File: config.mk
export PLATFORM = sky130hd
export DESIGN_NAME = rgb2y_top
export DESIGN_NICKNAME = d
export VERILOG_FILES = /design/src/verilog/pix_pkg.sv /design/src/verilog/conv_pkg.sv /design/src/verilog/rgb2y_top.sv /design/src/verilog/rgb2y_out_pack.sv /design/src/verilog/rgb2y_matrix.sv /design/src/verilog/rgb_skid.sv
export SDC_FILE = /design/constraint.sdc
export NUM_CORES = 1
export LEC_CHECK = 0
export BUFFER_PORTS_ARGS = -buffer_cell sky130_fd_sc_hd__buf_4
export CORE_ASPECT_RATIO = 1.5
export CORE_MARGIN = 2
export CORE_UTILIZATION = 30
export CTS_BUF_LIST = sky130_fd_sc_hd__clkbuf_16
export CTS_CLUSTER_DIAMETER = 30
export CTS_CLUSTER_SIZE = 28
export DETAILED_ROUTE_END_ITERATION = 7
export PLACE_DENSITY = 0.59
export SYNTH_ARGS = -nofsm -noshare
export SYNTH_HDL_FRONTEND = slang
export SYNTH_SLANG_ARGS = --single-unit
File: constraint.sdc
create_clock -name clk -period 4.9 [get_ports clk]
set_clock_uncertainty 0.1 [all_clocks]
set_input_delay 0.245 -clock clk [delete_from_list [all_inputs] [get_ports clk]]
set_output_delay 0.245 -clock clk [all_outputs]
set_load 0.02 [all_outputs]
File: src/verilog/pix_pkg.sv
// pixel stream types shared by every stage of the RGB to luma converter
// rgb words enter the pipeline and luma words leave it, both with sideband

`default_nettype none

package pix_pkg;

  // ------------------------------------------------------------------------
  // widths
  // ------------------------------------------------------------------------

  // one colour channel, also the width of the output luma
  localparam int unsigned PIX_W = 10;

  // ------------------------------------------------------------------------
  // stream payloads
  // ------------------------------------------------------------------------

  // frame markers, travel untouched next to every pixel
  typedef struct packed {
    logic sof;
    logic eol;
  } pix_sb_t;

  // input word, 2 + 3*10 = 32 bits
  typedef struct packed {
    pix_sb_t          sb;
    logic [PIX_W-1:0] r;
    logic [PIX_W-1:0] g;
    logic [PIX_W-1:0] b;
  } rgb_pix_t;

  // output word, 2 + 10 = 12 bits
  typedef struct packed {
    pix_sb_t          sb;
    logic [PIX_W-1:0] y;
  } y_pix_t;

endpackage

`default_nettype wire
File: src/verilog/conv_pkg.sv
// colour conversion constants and types for the luma matrix and pack stage
// BT.601 weights in Q8, wide luma word and the clip window

`default_nettype none

package conv_pkg;
  import pix_pkg::*;

  // weights sum to 256, so the weighted sum never grows past PROD_W
  localparam int unsigned COEF_W = 8;
  localparam logic [COEF_W-1:0] COEF_R = 8'd77;
  localparam logic [COEF_W-1:0] COEF_G = 8'd150;
  localparam logic [COEF_W-1:0] COEF_B = 8'd29;

  // one channel times one weight
  localparam int unsigned PROD_W = PIX_W + COEF_W;
  // sum of three products, max 1023*256 still fits in 18 bits
  localparam int unsigned SUM_W = PROD_W;
  // drop 6 fraction bits to get the wide luma
  localparam int unsigned COEF_SHIFT = 6;
  localparam int unsigned YW_W = SUM_W - COEF_SHIFT;

  // matrix output, 2 + 12 = 14 bits
  typedef struct packed {
    pix_sb_t         sb;
    logic [YW_W-1:0] yw;
  } y_wide_t;

  // programmable output window, 1 + 10 + 10 = 21 bits
  typedef struct packed {
    logic             en;
    logic [PIX_W-1:0] lo;
    logic [PIX_W-1:0] hi;
  } clip_cfg_t;

endpackage

`default_nettype wire

File: src/verilog/rgb2y_top.sv
// RGB to luma converter top, skid buffer then matrix then pack stage
// all links are ready/valid, en freezes the whole pipeline

`default_nettype none

module rgb2y_top
  import pix_pkg::*;
  import conv_pkg::*;
(
  input  wire logic      clk,
  input  wire logic      rst,
  input  wire logic      en,
  input  wire logic      in_valid,
  input  wire rgb_pix_t  in_pix,
  output logic           in_ready,
  output logic           out_valid,
  output y_pix_t         out_pix,
  input  wire logic      out_ready,
  input  wire logic      bypass,
  input  wire clip_cfg_t clip,
  output logic [31:0]    drop_cnt,
  output logic [31:0]    stall_cnt
);

  // skid to matrix
  logic     s_valid;
  logic     s_ready;
  rgb_pix_t s_pix;
  // matrix to pack
  logic     w_valid;
  logic     w_ready;
  y_wide_t  w_pix;

  rgb_skid u_skid (
    .clk      (clk),
    .rst      (rst),
    .en       (en),
    .in_valid (in_valid),
    .in_pix   (in_pix),
    .in_ready (in_ready),
    .s_valid  (s_valid),
    .s_pix    (s_pix),
    .s_ready  (s_ready),
    .drop_cnt (drop_cnt)
  );

  rgb2y_matrix u_matrix (
    .clk     (clk),
    .rst     (rst),
    .en      (en),
    .s_valid (s_valid),
    .s_pix   (s_pix),
    .s_ready (s_ready),
    .w_valid (w_valid),
    .w_pix   (w_pix),
    .w_ready (w_ready)
  );

  rgb2y_out_pack u_pack (
    .clk       (clk),
    .rst       (rst),
    .en        (en),
    .w_valid   (w_valid),
    .w_pix     (w_pix),
    .w_ready   (w_ready),
    .bypass    (bypass),
    .clip      (clip),
    .out_valid (out_valid),
    .out_pix   (out_pix),
    .out_ready (out_ready),
    .stall_cnt (stall_cnt)
  );

endmodule

`default_nettype wire

File: src/verilog/rgb2y_out_pack.sv
// output pack stage, wide luma down to 10 bits with rounding and clip
// one elastic register at the output, data forced to zero when not valid

`default_nettype none

module rgb2y_out_pack
  import pix_pkg::*;
  import conv_pkg::*;
(
  input  wire logic      clk,
  input  wire logic      rst,
  input  wire logic      en,
  input  wire logic      w_valid,
  input  wire y_wide_t   w_pix,
  output logic           w_ready,
  input  wire logic      bypass,
  input  wire clip_cfg_t clip,
  output logic           out_valid,
  output y_pix_t         out_pix,
  input  wire logic      out_ready,
  output logic [31:0]    stall_cnt
);

  // guard bits below the output lsb
  localparam int unsigned DROP_W = YW_W - PIX_W;

  logic [YW_W-1:0]  y_rnd;
  logic [PIX_W-1:0] y_top;
  logic [PIX_W-1:0] y_round;
  logic [PIX_W-1:0] y_lo;
  logic [PIX_W-1:0] y_clip;
  y_pix_t           nxt;
  y_pix_t           pix_r;
  logic             ov;

  // ------------------------------------------------------------------------
  // pack logic
  // ------------------------------------------------------------------------

  always_comb begin
    // add half an output lsb, carry out cannot happen (max 4092 + 2)
    y_rnd   = w_pix.yw + (YW_W'(1) << (DROP_W - 1));
    y_round = y_rnd[YW_W-1 -: PIX_W];
    // plain truncation for bypass
    y_top   = w_pix.yw[YW_W-1 -: PIX_W];

    // lower bound first
    y_lo = y_round;
    if (y_round < clip.lo) begin
      y_lo = clip.lo;
    end
    // upper bound compared against the unclipped value and wins last,
    // so an inverted window gives hi above hi and lo below it
    y_clip = y_lo;
    if (y_round > clip.hi) begin
      y_clip = clip.hi;
    end

    nxt.sb = w_pix.sb;
    if (bypass) begin
      nxt.y = y_top;
    end else if (clip.en) begin
      nxt.y = y_clip;
    end else begin
      nxt.y = y_round;
    end
  end

  // ------------------------------------------------------------------------
  // elastic output register
  // ------------------------------------------------------------------------

  // take a new word when empty or when the current one leaves
  assign w_ready = en & (~ov | out_ready);

  always_ff @(posedge clk or posedge rst) begin
    if (rst) begin
      ov <= 1'b0;
    end else if (w_ready) begin
      ov <= w_valid;
    end
  end

  // clip and bypass are sampled here, with the word
  always_ff @(posedge clk) begin
    if (w_ready && w_valid) begin
      pix_r <= nxt;
    end
  end

  assign out_valid = ov;
  // luma and sideband both read as zero between words
  assign out_pix   = ov ? pix_r : '0;

  // ------------------------------------------------------------------------
  // stall counter
  // ------------------------------------------------------------------------

  always_ff @(posedge clk or posedge rst) begin
    if (rst) begin
      stall_cnt <= 32'd0;
    end else if (en && out_valid && !out_ready) begin
      stall_cnt <= stall_cnt + 32'd1;
    end
  end

endmodule

`default_nettype wire

File: src/verilog/rgb2y_matrix.sv
// luma matrix, weighted sum of r, g and b in two pipeline stages
// stage one multiplies, stage two adds and drops the fraction bits

`default_nettype none

module rgb2y_matrix
  import pix_pkg::*;
  import conv_pkg::*;
(
  input  wire logic     clk,
  input  wire logic     rst,
  input  wire logic     en,
  input  wire logic     s_valid,
  input  wire rgb_pix_t s_pix,
  output logic          s_ready,
  output logic          w_valid,
  output y_wide_t       w_pix,
  input  wire logic     w_ready
);

  // products of stage one with their sideband
  typedef struct packed {
    pix_sb_t           sb;
    logic [PROD_W-1:0] pr;
    logic [PROD_W-1:0] pg;
    logic [PROD_W-1:0] pb;
  } prod_set_t;

  logic             adv;
  logic             v1;
  logic             v2;
  prod_set_t        st1;
  y_wide_t          st2;
  logic [SUM_W-1:0] sum;

  // ------------------------------------------------------------------------
  // stall control
  // ------------------------------------------------------------------------

  // both stages move together, only when the last one can hand off
  assign adv     = en & (~v2 | w_ready);
  assign s_ready = adv;

  always_ff @(posedge clk or posedge rst) begin
    if (rst) begin
      v1 <= 1'b0;
      v2 <= 1'b0;
    end else if (adv) begin
      v1 <= s_valid;
      v2 <= v1;
    end
  end

  // ------------------------------------------------------------------------
  // datapath
  // ------------------------------------------------------------------------

  // no carry out, weights add up to exactly 1.0
  assign sum = st1.pr + st1.pg + st1.pb;

  always_ff @(posedge clk) begin
    if (adv) begin
      // stage one
      st1.sb <= s_pix.sb;
      st1.pr <= PROD_W'(s_pix.r) * PROD_W'(COEF_R);
      st1.pg <= PROD_W'(s_pix.g) * PROD_W'(COEF_G);
      st1.pb <= PROD_W'(s_pix.b) * PROD_W'(COEF_B);
      // stage two, keep integer bits plus two guard bits
      st2.sb <= st1.sb;
      st2.yw <= sum[COEF_SHIFT +: YW_W];
    end
  end

  assign w_valid = v2;
  assign w_pix   = st2;

endmodule

`default_nettype wire

File: src/verilog/rgb_skid.sv
// input skid buffer, two entries deep with a registered in_ready
// also counts cycles where the source offers a word that is refused

`default_nettype none

module rgb_skid
  import pix_pkg::*;
(
  input  wire logic     clk,
  input  wire logic     rst,
  input  wire logic     en,
  input  wire logic     in_valid,
  input  wire rgb_pix_t in_pix,
  output logic          in_ready,
  output logic          s_valid,
  output rgb_pix_t      s_pix,
  input  wire logic     s_ready,
  output logic [31:0]   drop_cnt
);

  // fill level 0..2, entry m0 is the head
  logic [1:0] cnt;
  logic [1:0] cnt_nxt;
  logic       rdy_r;
  rgb_pix_t   m0;
  rgb_pix_t   m1;
  logic       push;
  logic       pop;

  // ready comes from a flop, gated by the freeze only
  assign in_ready = rdy_r & en;
  assign s_valid  = (cnt != 2'd0);
  assign s_pix    = m0;
  assign push     = in_valid & in_ready;
  // s_ready is already low while frozen
  assign pop      = s_valid & s_ready;

  always_comb begin
    cnt_nxt = cnt;
    if (push && !pop) begin
      cnt_nxt = cnt + 2'd1;
    end else if (pop && !push) begin
      cnt_nxt = cnt - 2'd1;
    end
  end

  // fill state and ready, low for one cycle after reset
  always_ff @(posedge clk or posedge rst) begin
    if (rst) begin
      cnt   <= 2'd0;
      rdy_r <= 1'b0;
    end else if (en) begin
      cnt   <= cnt_nxt;
      // stays high until the second entry is taken
      rdy_r <= (cnt_nxt != 2'd2);
    end
  end

  // entries, head refills from m1 or straight from the input
  always_ff @(posedge clk) begin
    if (pop) begin
      if (cnt == 2'd2) begin
        m0 <= m1;
      end else if (push) begin
        m0 <= in_pix;
      end
    end else if (push) begin
      if (cnt == 2'd0) begin
        m0 <= in_pix;
      end else begin
        m1 <= in_pix;
      end
    end
  end

  // refused offers
  always_ff @(posedge clk or posedge rst) begin
    if (rst) begin
      drop_cnt <= 32'd0;
    end else if (en && in_valid && !in_ready) begin
      drop_cnt <= drop_cnt + 32'd1;
    end
  end

endmodule

`default_nettype wire

==> metrics.md, run 1 <==
| Metric | Value |
|---|---|
| Status | `complete, no violations` |
| Finished Layout Cells | `1908` |
| Pwr dens | `835.4 nW/um^2` |
| Total global-route track usage | `0.1196` |
| Largest net degree at the start of global routing | `71` |
| Fillcell total | `4057` |
| Crit-path max FO | `5` |
| Unique masters post-synth | `66` |
| Yosys reg bits | `210` |
| DRC | `0` |
| Std-Cell Core Area | `42940 sq um` |
| Synth warn | `0` |
| Worst R2R End | `u_matrix.st1[52]$_DFFE_PP_` |
| Initial antenna violation count | `0` |
| Final #Nets | `1569` |
| Asr flop ratio synth | `0.3333` |
| Clock Pin Slew Worst Setup and Hold Paths | `50 ps` |
| Hold WS | `35.25 ps` |
| Reg2reg setup slack | `1010 ps` |
| Min-delay src | `clip[9]` |
| Post-Place Cell Area | `14790 sq um` |
| Unrepaired setup endpoints after global routing | `false` |
| Worst EP arrival | `4060 ps` |
| Rows | `93` |
| CTS Hold Bufs | `38` |
| Total CTS buffers | `44` |
| I/O Buffers | `136` |
| Die Span Y | `259.5 microns` |
| Grt ovf | `0` |
| Io pins | `137` |
| Slew Limit Fails | `0` |
| Post-layout minimum cycle time | `3885 ps` |
| Post-synthesis average cell area | `11.99 sq um` |
| Syn Nets | `1355` |
| Leakage | `7.510 nW` |
| Post-Syn Area | `13050 sq um` |
| Setup_tns | `0 ps` |
| DRT antenna net count | `0` |
| Final instance area | `16770 sq um` |
| Initial Util | `0.3040` |
| PostCTS Resize Cnt | `0` |
| HP Class | `input port to register` |
| CTS root buf | `clkbuf_16` |
| R2R cell count | `12` |
| EDFF count, synth | `140` |
| Final WL | `26660 microns` |
| Dpl hpwl | `20340 microns` |
| Skew-Pair Late Insertion Delay | `540 ps` |
| DR pass1 iterations | `4` |
| Ys flop type | `edfxtp_1` |
| Initial DRC count | `328` |
| Startpoint types | `register` |
| Vias after detailed routing | `8587` |
| Cells after DPL | `1789` |
| TritonCTS clock tree | `yes` |
| Maximum vdd drop | `0.4028 mV` |
| Gp weighted congestion | `0.8308` |
| DIE AREA | `45230 sq um` |
| Fmax | `0.2574 GHz` |
| Worst-Margin Slew | `1088 ps` |
| Post-Route Utilization | `0.3906` |
| Syn Inst Count | `1089` |
| Post-CTS setup buffers | `0` |
| Final period utilization | `0.7929` |
| CP startpoint | `u_skid.s_pix[25]$_DFFE_PP_` |
| Slew headroom | `0.2748` |
| Critical path endpoint | `u_matrix.st1[52]$_DFFE_PP_` |
| Worst Setup Path Type | `register to register` |
| FF-to-FF Start | `u_skid.s_pix[25]$_DFFE_PP_` |
| Die W | `174.3 microns` |
| Max-cap violation count | `0` |
| First-pass GRT wire length | `44320 microns` |
| Max clock buf depth | `3` |
| WL per Instance | `13.97 microns` |
| Hold Vio Cnt, Final | `0` |
| CP required | `5070 ps` |
| Vias/cell | `4.501` |
| CTS Sinks | `210` |
| Layout cell share with drive strength beyond 1 | `0.2018` |
| CP endpoint kind | `register` |
| Post-synthesis sequential area ratio | `0.4562` |
| Synth-to-Final Area Change | `28.49%` |
| Vias in the first global route | `9205` |
| H-Tree Depth | `2` |
| Antenna Cells | `0` |
| Setup-failing EPs final | `0` |
[sequential cells by signal, summed over array words and instances (netlist names)]
register          cells
u_skid.drop_cnt      32
u_matrix.st1         51
u_pack.stall_cnt     32
u_skid.cnt            2
u_matrix.w_pix       13
u_matrix.v1           1
u_pack.out_valid      1
u_skid.m1            32
u_skid.rdy_r          1
u_skid.s_pix         32
u_matrix.w_valid      1
u_pack.pix_r         12
[Yosys cell counts, drive strengths merged (21+ instances only)]
| cell type | count | area (sq um) |
|---|---|---|
| edfxtp | 140 | 4204 |
| dfrtp | 70 | 1752 |
| fa | 52 | 1041 |
| nand2 | 64 | 240.2 |
| a21oi | 41 | 209.0 |
| nor3 | 22 | 115.1 |
| nand3 | 41 | 222.7 |
| nor2 | 47 | 188.9 |
| inv | 123 | 461.7 |
| xnor2 | 85 | 744.5 |
| xor2 | 29 | 254.0 |
| o21ai | 22 | 110.1 |
| mux2 | 34 | 382.9 |
| ha | 155 | 1939 |
| and2 | 21 | 131.4 |
[critical path, cell delays in order, from the launching register on]
cell      delay [ps]
edfxtp_1         460
ha_1             330
ha_1             300
fa_1             540
inv_1             50
fa_1             490
inv_1             50
ha_1             350
a21oi_1          170
nand2_1           80
a41oi_1          280
a21oi_1          140
a31o_2           270
[placed cells by master (no fill, tap or decap), drive strengths merged, types with 22 or more instances in the layout]
master and count:
inv 128, mux2 34, ha 155, edfxtp 140, xnor2 85, dlygate4sd3 38, buf 140, nor3 22
nor2 47, fa 52, nand3 41, o21ai 22, a21oi 41, xor2 29, nand2 64, dfrtp 70
clkbuf 44
[routing by layer]
metal  share of wire  wire length, microns  global-route usage  vias to the layer above
met5               0                     0                   0                        -
met4           0.048                  1273             0.06373                        0
met3           0.038                  1010             0.02006                       72
met2            0.52                 13850              0.2220                      167
met1            0.40                 10530              0.1289                     4086
li1                -                     -                   -                     4262
[cell type report]
cell class | instances | area [sq um] | area share
inverter | 123 | 461.7 | 0.02753
clock inverter | 37 | 501.7 | 0.02991
timing repair buffer | 178 | 1431 | 0.08534
sequential | 210 | 5956 | 0.3551
clock buffer | 44 | 1101 | 0.06565
tap | 570 | 713.2 | 0.04252
multi-input combinational | 746 | 6608 | 0.3940
[where the power goes]
group | switching (W) | total (W) | internal, W
clock | 0.000992 | 0.00317 | 0.00218
sequential | 0.000376 | 0.00332 | 0.00295
combinational | 0.00408 | 0.00752 | 0.00344
[worst min-delay path by stage]
stage / to / slack, ps / cells after the start
floorplan: u_skid.m1[0]$_DFFE_PP_ / 240 / 0
global route: u_pack.pix_r[9]$_DFFE_PP_ / 20 / 3
detailed placement: u_matrix.w_pix[12]$_DFFE_PP_ / 310 / 0
CTS: u_pack.pix_r[9]$_DFFE_PP_ / 5 / 3
finish: u_pack.pix_r[9]$_DFFE_PP_ / 40 / 3
global placement: u_pack.pix_r[10]$_DFFE_PP_ / 310 / 0
[metrics by stage]
stage / power (W) / worst slack (ps)
floorplan: 0.009163 / 147.2
global placement: 0.01079 / 1098
detailed placement: 0.01093 / 1034
CTS: 0.01425 / 1024
global route: 0.01539 / 602.1
finish: 0.01401 / 1015
[cell families after synthesis]
logic type	count (synthesis)	synth area share
buffers and inverters	133	0.03882
muxes	38	0.03240
DFF	210	0.4562
adders and majority gates	207	0.2283
xor gates and xnor gates	114	0.07649
and+or+nand+nor	253	0.09988
AOI/OAI and AO/OA	134	0.06786
Power figures use the tool's default switching activity.
==> run 2: changes to the inputs <==
- PLACE_DENSITY: 0.59 -> 0.57
- clock period: 4.9 -> 3.9 ns (I/O delays scaled with it)
==> run 2 against run 1 <==
Critical path depth is 1 higher. Routed wire length is 0.21% higher. Combinational power is 33% higher. Fmax is 3.8% higher. Die area stayed put. Core utilization is 0.096 points higher. Critical endpoint is now u_matrix.st1[33]$_DFFE_PP_. Largest power group unchanged. Highest routed layer unchanged.
==> metrics.md, run 2 (synthesis gave the netlist of run 1 again) <==
| Metric | Value |
|---|---|
| Final Power | `0.01758 W (+25%)` |
| H-Tree Depth | `2 (unchanged)` |
| Synth-to-Final Area Change | `28.80%` |
| Worst-Margin Slew | `966.4 ps (-121.4 ps)` |
| Antenna Cells | `0 (unchanged)` |
| Gp weighted congestion | `0.8268 (-0.48%)` |
| Max FFs per register | `51 (unchanged)` |
| Final worst slack | `155.9 ps (-858.7 ps)` |
| DIE AREA | `45230 sq um (unchanged)` |
| Fillcell total | `4156 (+2.4%)` |
| WL per Instance | `13.91 microns (-0.46%)` |
| CP delay by family, top | `adder cells` |
| Dpl hpwl | `20550 microns (+1.0%)` |
| Worst EP arrival | `3910 ps (-150 ps)` |
| Crit-path cells | `buf_4, ha_1, ha_1, fa_1, inv_1, fa_1, inv_1, ha_1, and2_1, o21ai_0, o21ai_1, o41ai_2, xnor2_1` |
| Max clock buf depth | `3 (unchanged)` |
| Skew-Pair Late Insertion Delay | `550 ps (about the same)` |
| Commonest non-fill, non-tap cell in the layout | `buf_4` |
| Most frequent cells in the layout | `buf_4, ha_1, edfxtp_1, inv_1, xnor2_1` |
| Setup-failing EPs final | `0 (unchanged)` |
| Die Span Y | `259.5 microns (unchanged)` |
| Grt ovf | `0 (unchanged)` |
| Pwr dens | `1046 nW/um^2 (+25%)` |
| Rows | `93 (unchanged)` |
| DR pass1 iterations | `4 (unchanged)` |
| Worst Setup Path Type | `register to register` |
| Cells after DPL | `1799 (+0.56%)` |
| Worst path max stage delay | `540 ps (about the same)` |
| Final instance area | `16810 sq um (+0.25%)` |
| Worst Path Buf+Inv | `3 (+1)` |
| Post-layout minimum cycle time | `3744 ps (-141.3 ps)` |
| First-pass GRT wire length | `44890 microns (+1.3%)` |
| Total global-route track usage | `0.1212 (+0.001653)` |
| Initial Util | `0.3040 (unchanged)` |
| Post-Place Cell Area | `14870 sq um (+0.58%)` |
| Fmax | `0.2671 GHz (+3.8%)` |
| Unrepaired setup endpoints after global routing | `true` |
| Slew headroom | `0.3548 (+0.08001)` |
| Startpoint types | `register` |
| Die W | `174.3 microns (unchanged)` |
| CTS root buf | `clkbuf_16` |
| Finished Layout Cells | `1921 (+0.68%)` |
| CP max stage cell | `fa_1` |
| CP most frequent cell | `ha_1` |
| Final #Nets | `1585 (+1.0%)` |
| Final period utilization | `0.9600 (+0.1671)` |
| DRT antenna net count | `0 (unchanged)` |
| Layout cell share with drive strength beyond 1 | `0.2213 (+0.01952)` |
| Vias/cell | `4.442 (-1.3%)` |
| Post-Route Utilization | `0.3916 (+0.0009610)` |
| Maximum vdd drop | `0.4571 mV (+13%)` |
| Leakage | `7.508 nW (about the same)` |
| Max-cap violation count | `0 (unchanged)` |
| TritonCTS clock tree | `yes` |
| CP endpoint kind | `register` |
| Status | `complete, no violations` |
| Vias after detailed routing | `8534 (-0.62%)` |
| HP Class | `input port to register` |
| Hold Vio Cnt, Final | `0 (unchanged)` |
| Vias in the first global route | `9164 (-0.45%)` |
| Slew Limit Fails | `0 (unchanged)` |
| I/O Buffers | `136 (unchanged)` |
| Final WL | `26720 microns (+0.21%)` |
| Clock Pin Slew Worst Setup and Hold Paths | `50 ps (about the same)` |
| Initial antenna violation count | `0 (unchanged)` |
| Largest net degree at the start of global routing | `65 (-8.5%)` |
| CP required | `4070 ps (-1000 ps)` |
| CTS Sinks | `210 (unchanged)` |
| Pre-CTS setup slack | `18.36 ps (-1016 ps)` |
| Std-Cell Core Area | `42940 sq um (unchanged)` |
| Total CTS buffers | `41 (-6.8%)` |
| Most flops, register | `u_matrix.st1` |
| Crit-path max FO | `5 (unchanged)` |
| Io pins | `137 (unchanged)` |
| Initial DRC count | `301 (-8.2%)` |
| DRC | `0 (unchanged)` |
## run 2: cell types whose count changed in the layout (fill, tap and decap cells not counted), sizes merged
cell,previous run,this run
buf,140,157
bufinv,10,2
clkinvlp,6,3
clkbuf,44,41
dlygate4sd3,38,40
inv,128,137
clkinv,16,15
## run 2: worst paths after layout
path / from / endpoint / slack (ps) / cells after the start
setup / recovery: u_skid.s_pix[16]$_DFFE_PP_ / u_matrix.st1[33]$_DFFE_PP_ / 160 / 13
hold / removal: clip[7] / u_pack.pix_r[7]$_DFFE_PP_ / 40 / 3
min in group asynchronous: rst / u_skid.drop_cnt[27]$_DFFE_PP0P_ / 330 / 3
max in group asynchronous: rst / u_skid.cnt[1]$_DFFE_PP0P_ / 2450 / 4
hold reg to reg: u_matrix.st1[55]$_DFFE_PP_ / u_matrix.w_pix[13]$_DFFE_PP_ / 300 / 0
setup reg to reg: u_skid.s_pix[16]$_DFFE_PP_ / u_matrix.st1[33]$_DFFE_PP_ / 160 / 13
## run 2: layout make-up
class,count,area [sq um],area share
Sequential cell,210,5956,0.3542
Clock inverter,34,341.6,0.02032
Timing Repair Buffer,197,1579,0.09391
Multi-Input combinational cell,746,6733,0.4004
Tap cell,570,713.2,0.04242
Clock buffer,41,1026,0.06102
Inverter,123,465.4,0.02768
## run 2: where the power goes
group	switching (W)	total, W	internal [W]
registers	0.000442	0.00414	0.00370
logic	0.00538	0.0100	0.00467
clock network	0.00128	0.00340	0.00211
## run 2: worst register-to-register path: cells and delay by family, from the launching register on
kind | cells | cell delay (ps)
fa+ha+maj | 5 | 1770
simple gates | 1 | 210
flops | 1 | 400
xor+xnor | 1 | 120
compound gates | 3 | 620
buf+inv | 3 | 270
## run 2: metal layers
layer / part of all wire / routed length, microns / up-vias / GRT usage
li1: - / - / 4297 / -
met4: 0.038 / 1004 / 0 / 0.05392
met3: 0.032 / 867 / 60 / 0.01963
met1: 0.40 / 10760 / 4047 / 0.1348
met2: 0.53 / 14090 / 130 / 0.2259
met5: 0 / 0 / - / 0
## run 2: stage by stage
| stage | TNS [ps] | hold slack [ps] |
|---|---|---|
| floorplan | 0 | 193.9 |
| global placement | 0 | 283.6 |
| detailed placement | 0 | 283.2 |
| CTS | 0 | 36.10 |
| global route | -103.9 | 60.47 |
| finish | 0 | 42.27 |
## run 2: what timing repair did
item	in CTS	in global routing
endpoints found under the hold margin	118	0
setup endpoints to repair	1	14
pin swaps	0	4
setup buffers	1	6
gates resized for setup	0	21
hold buffers	40	0
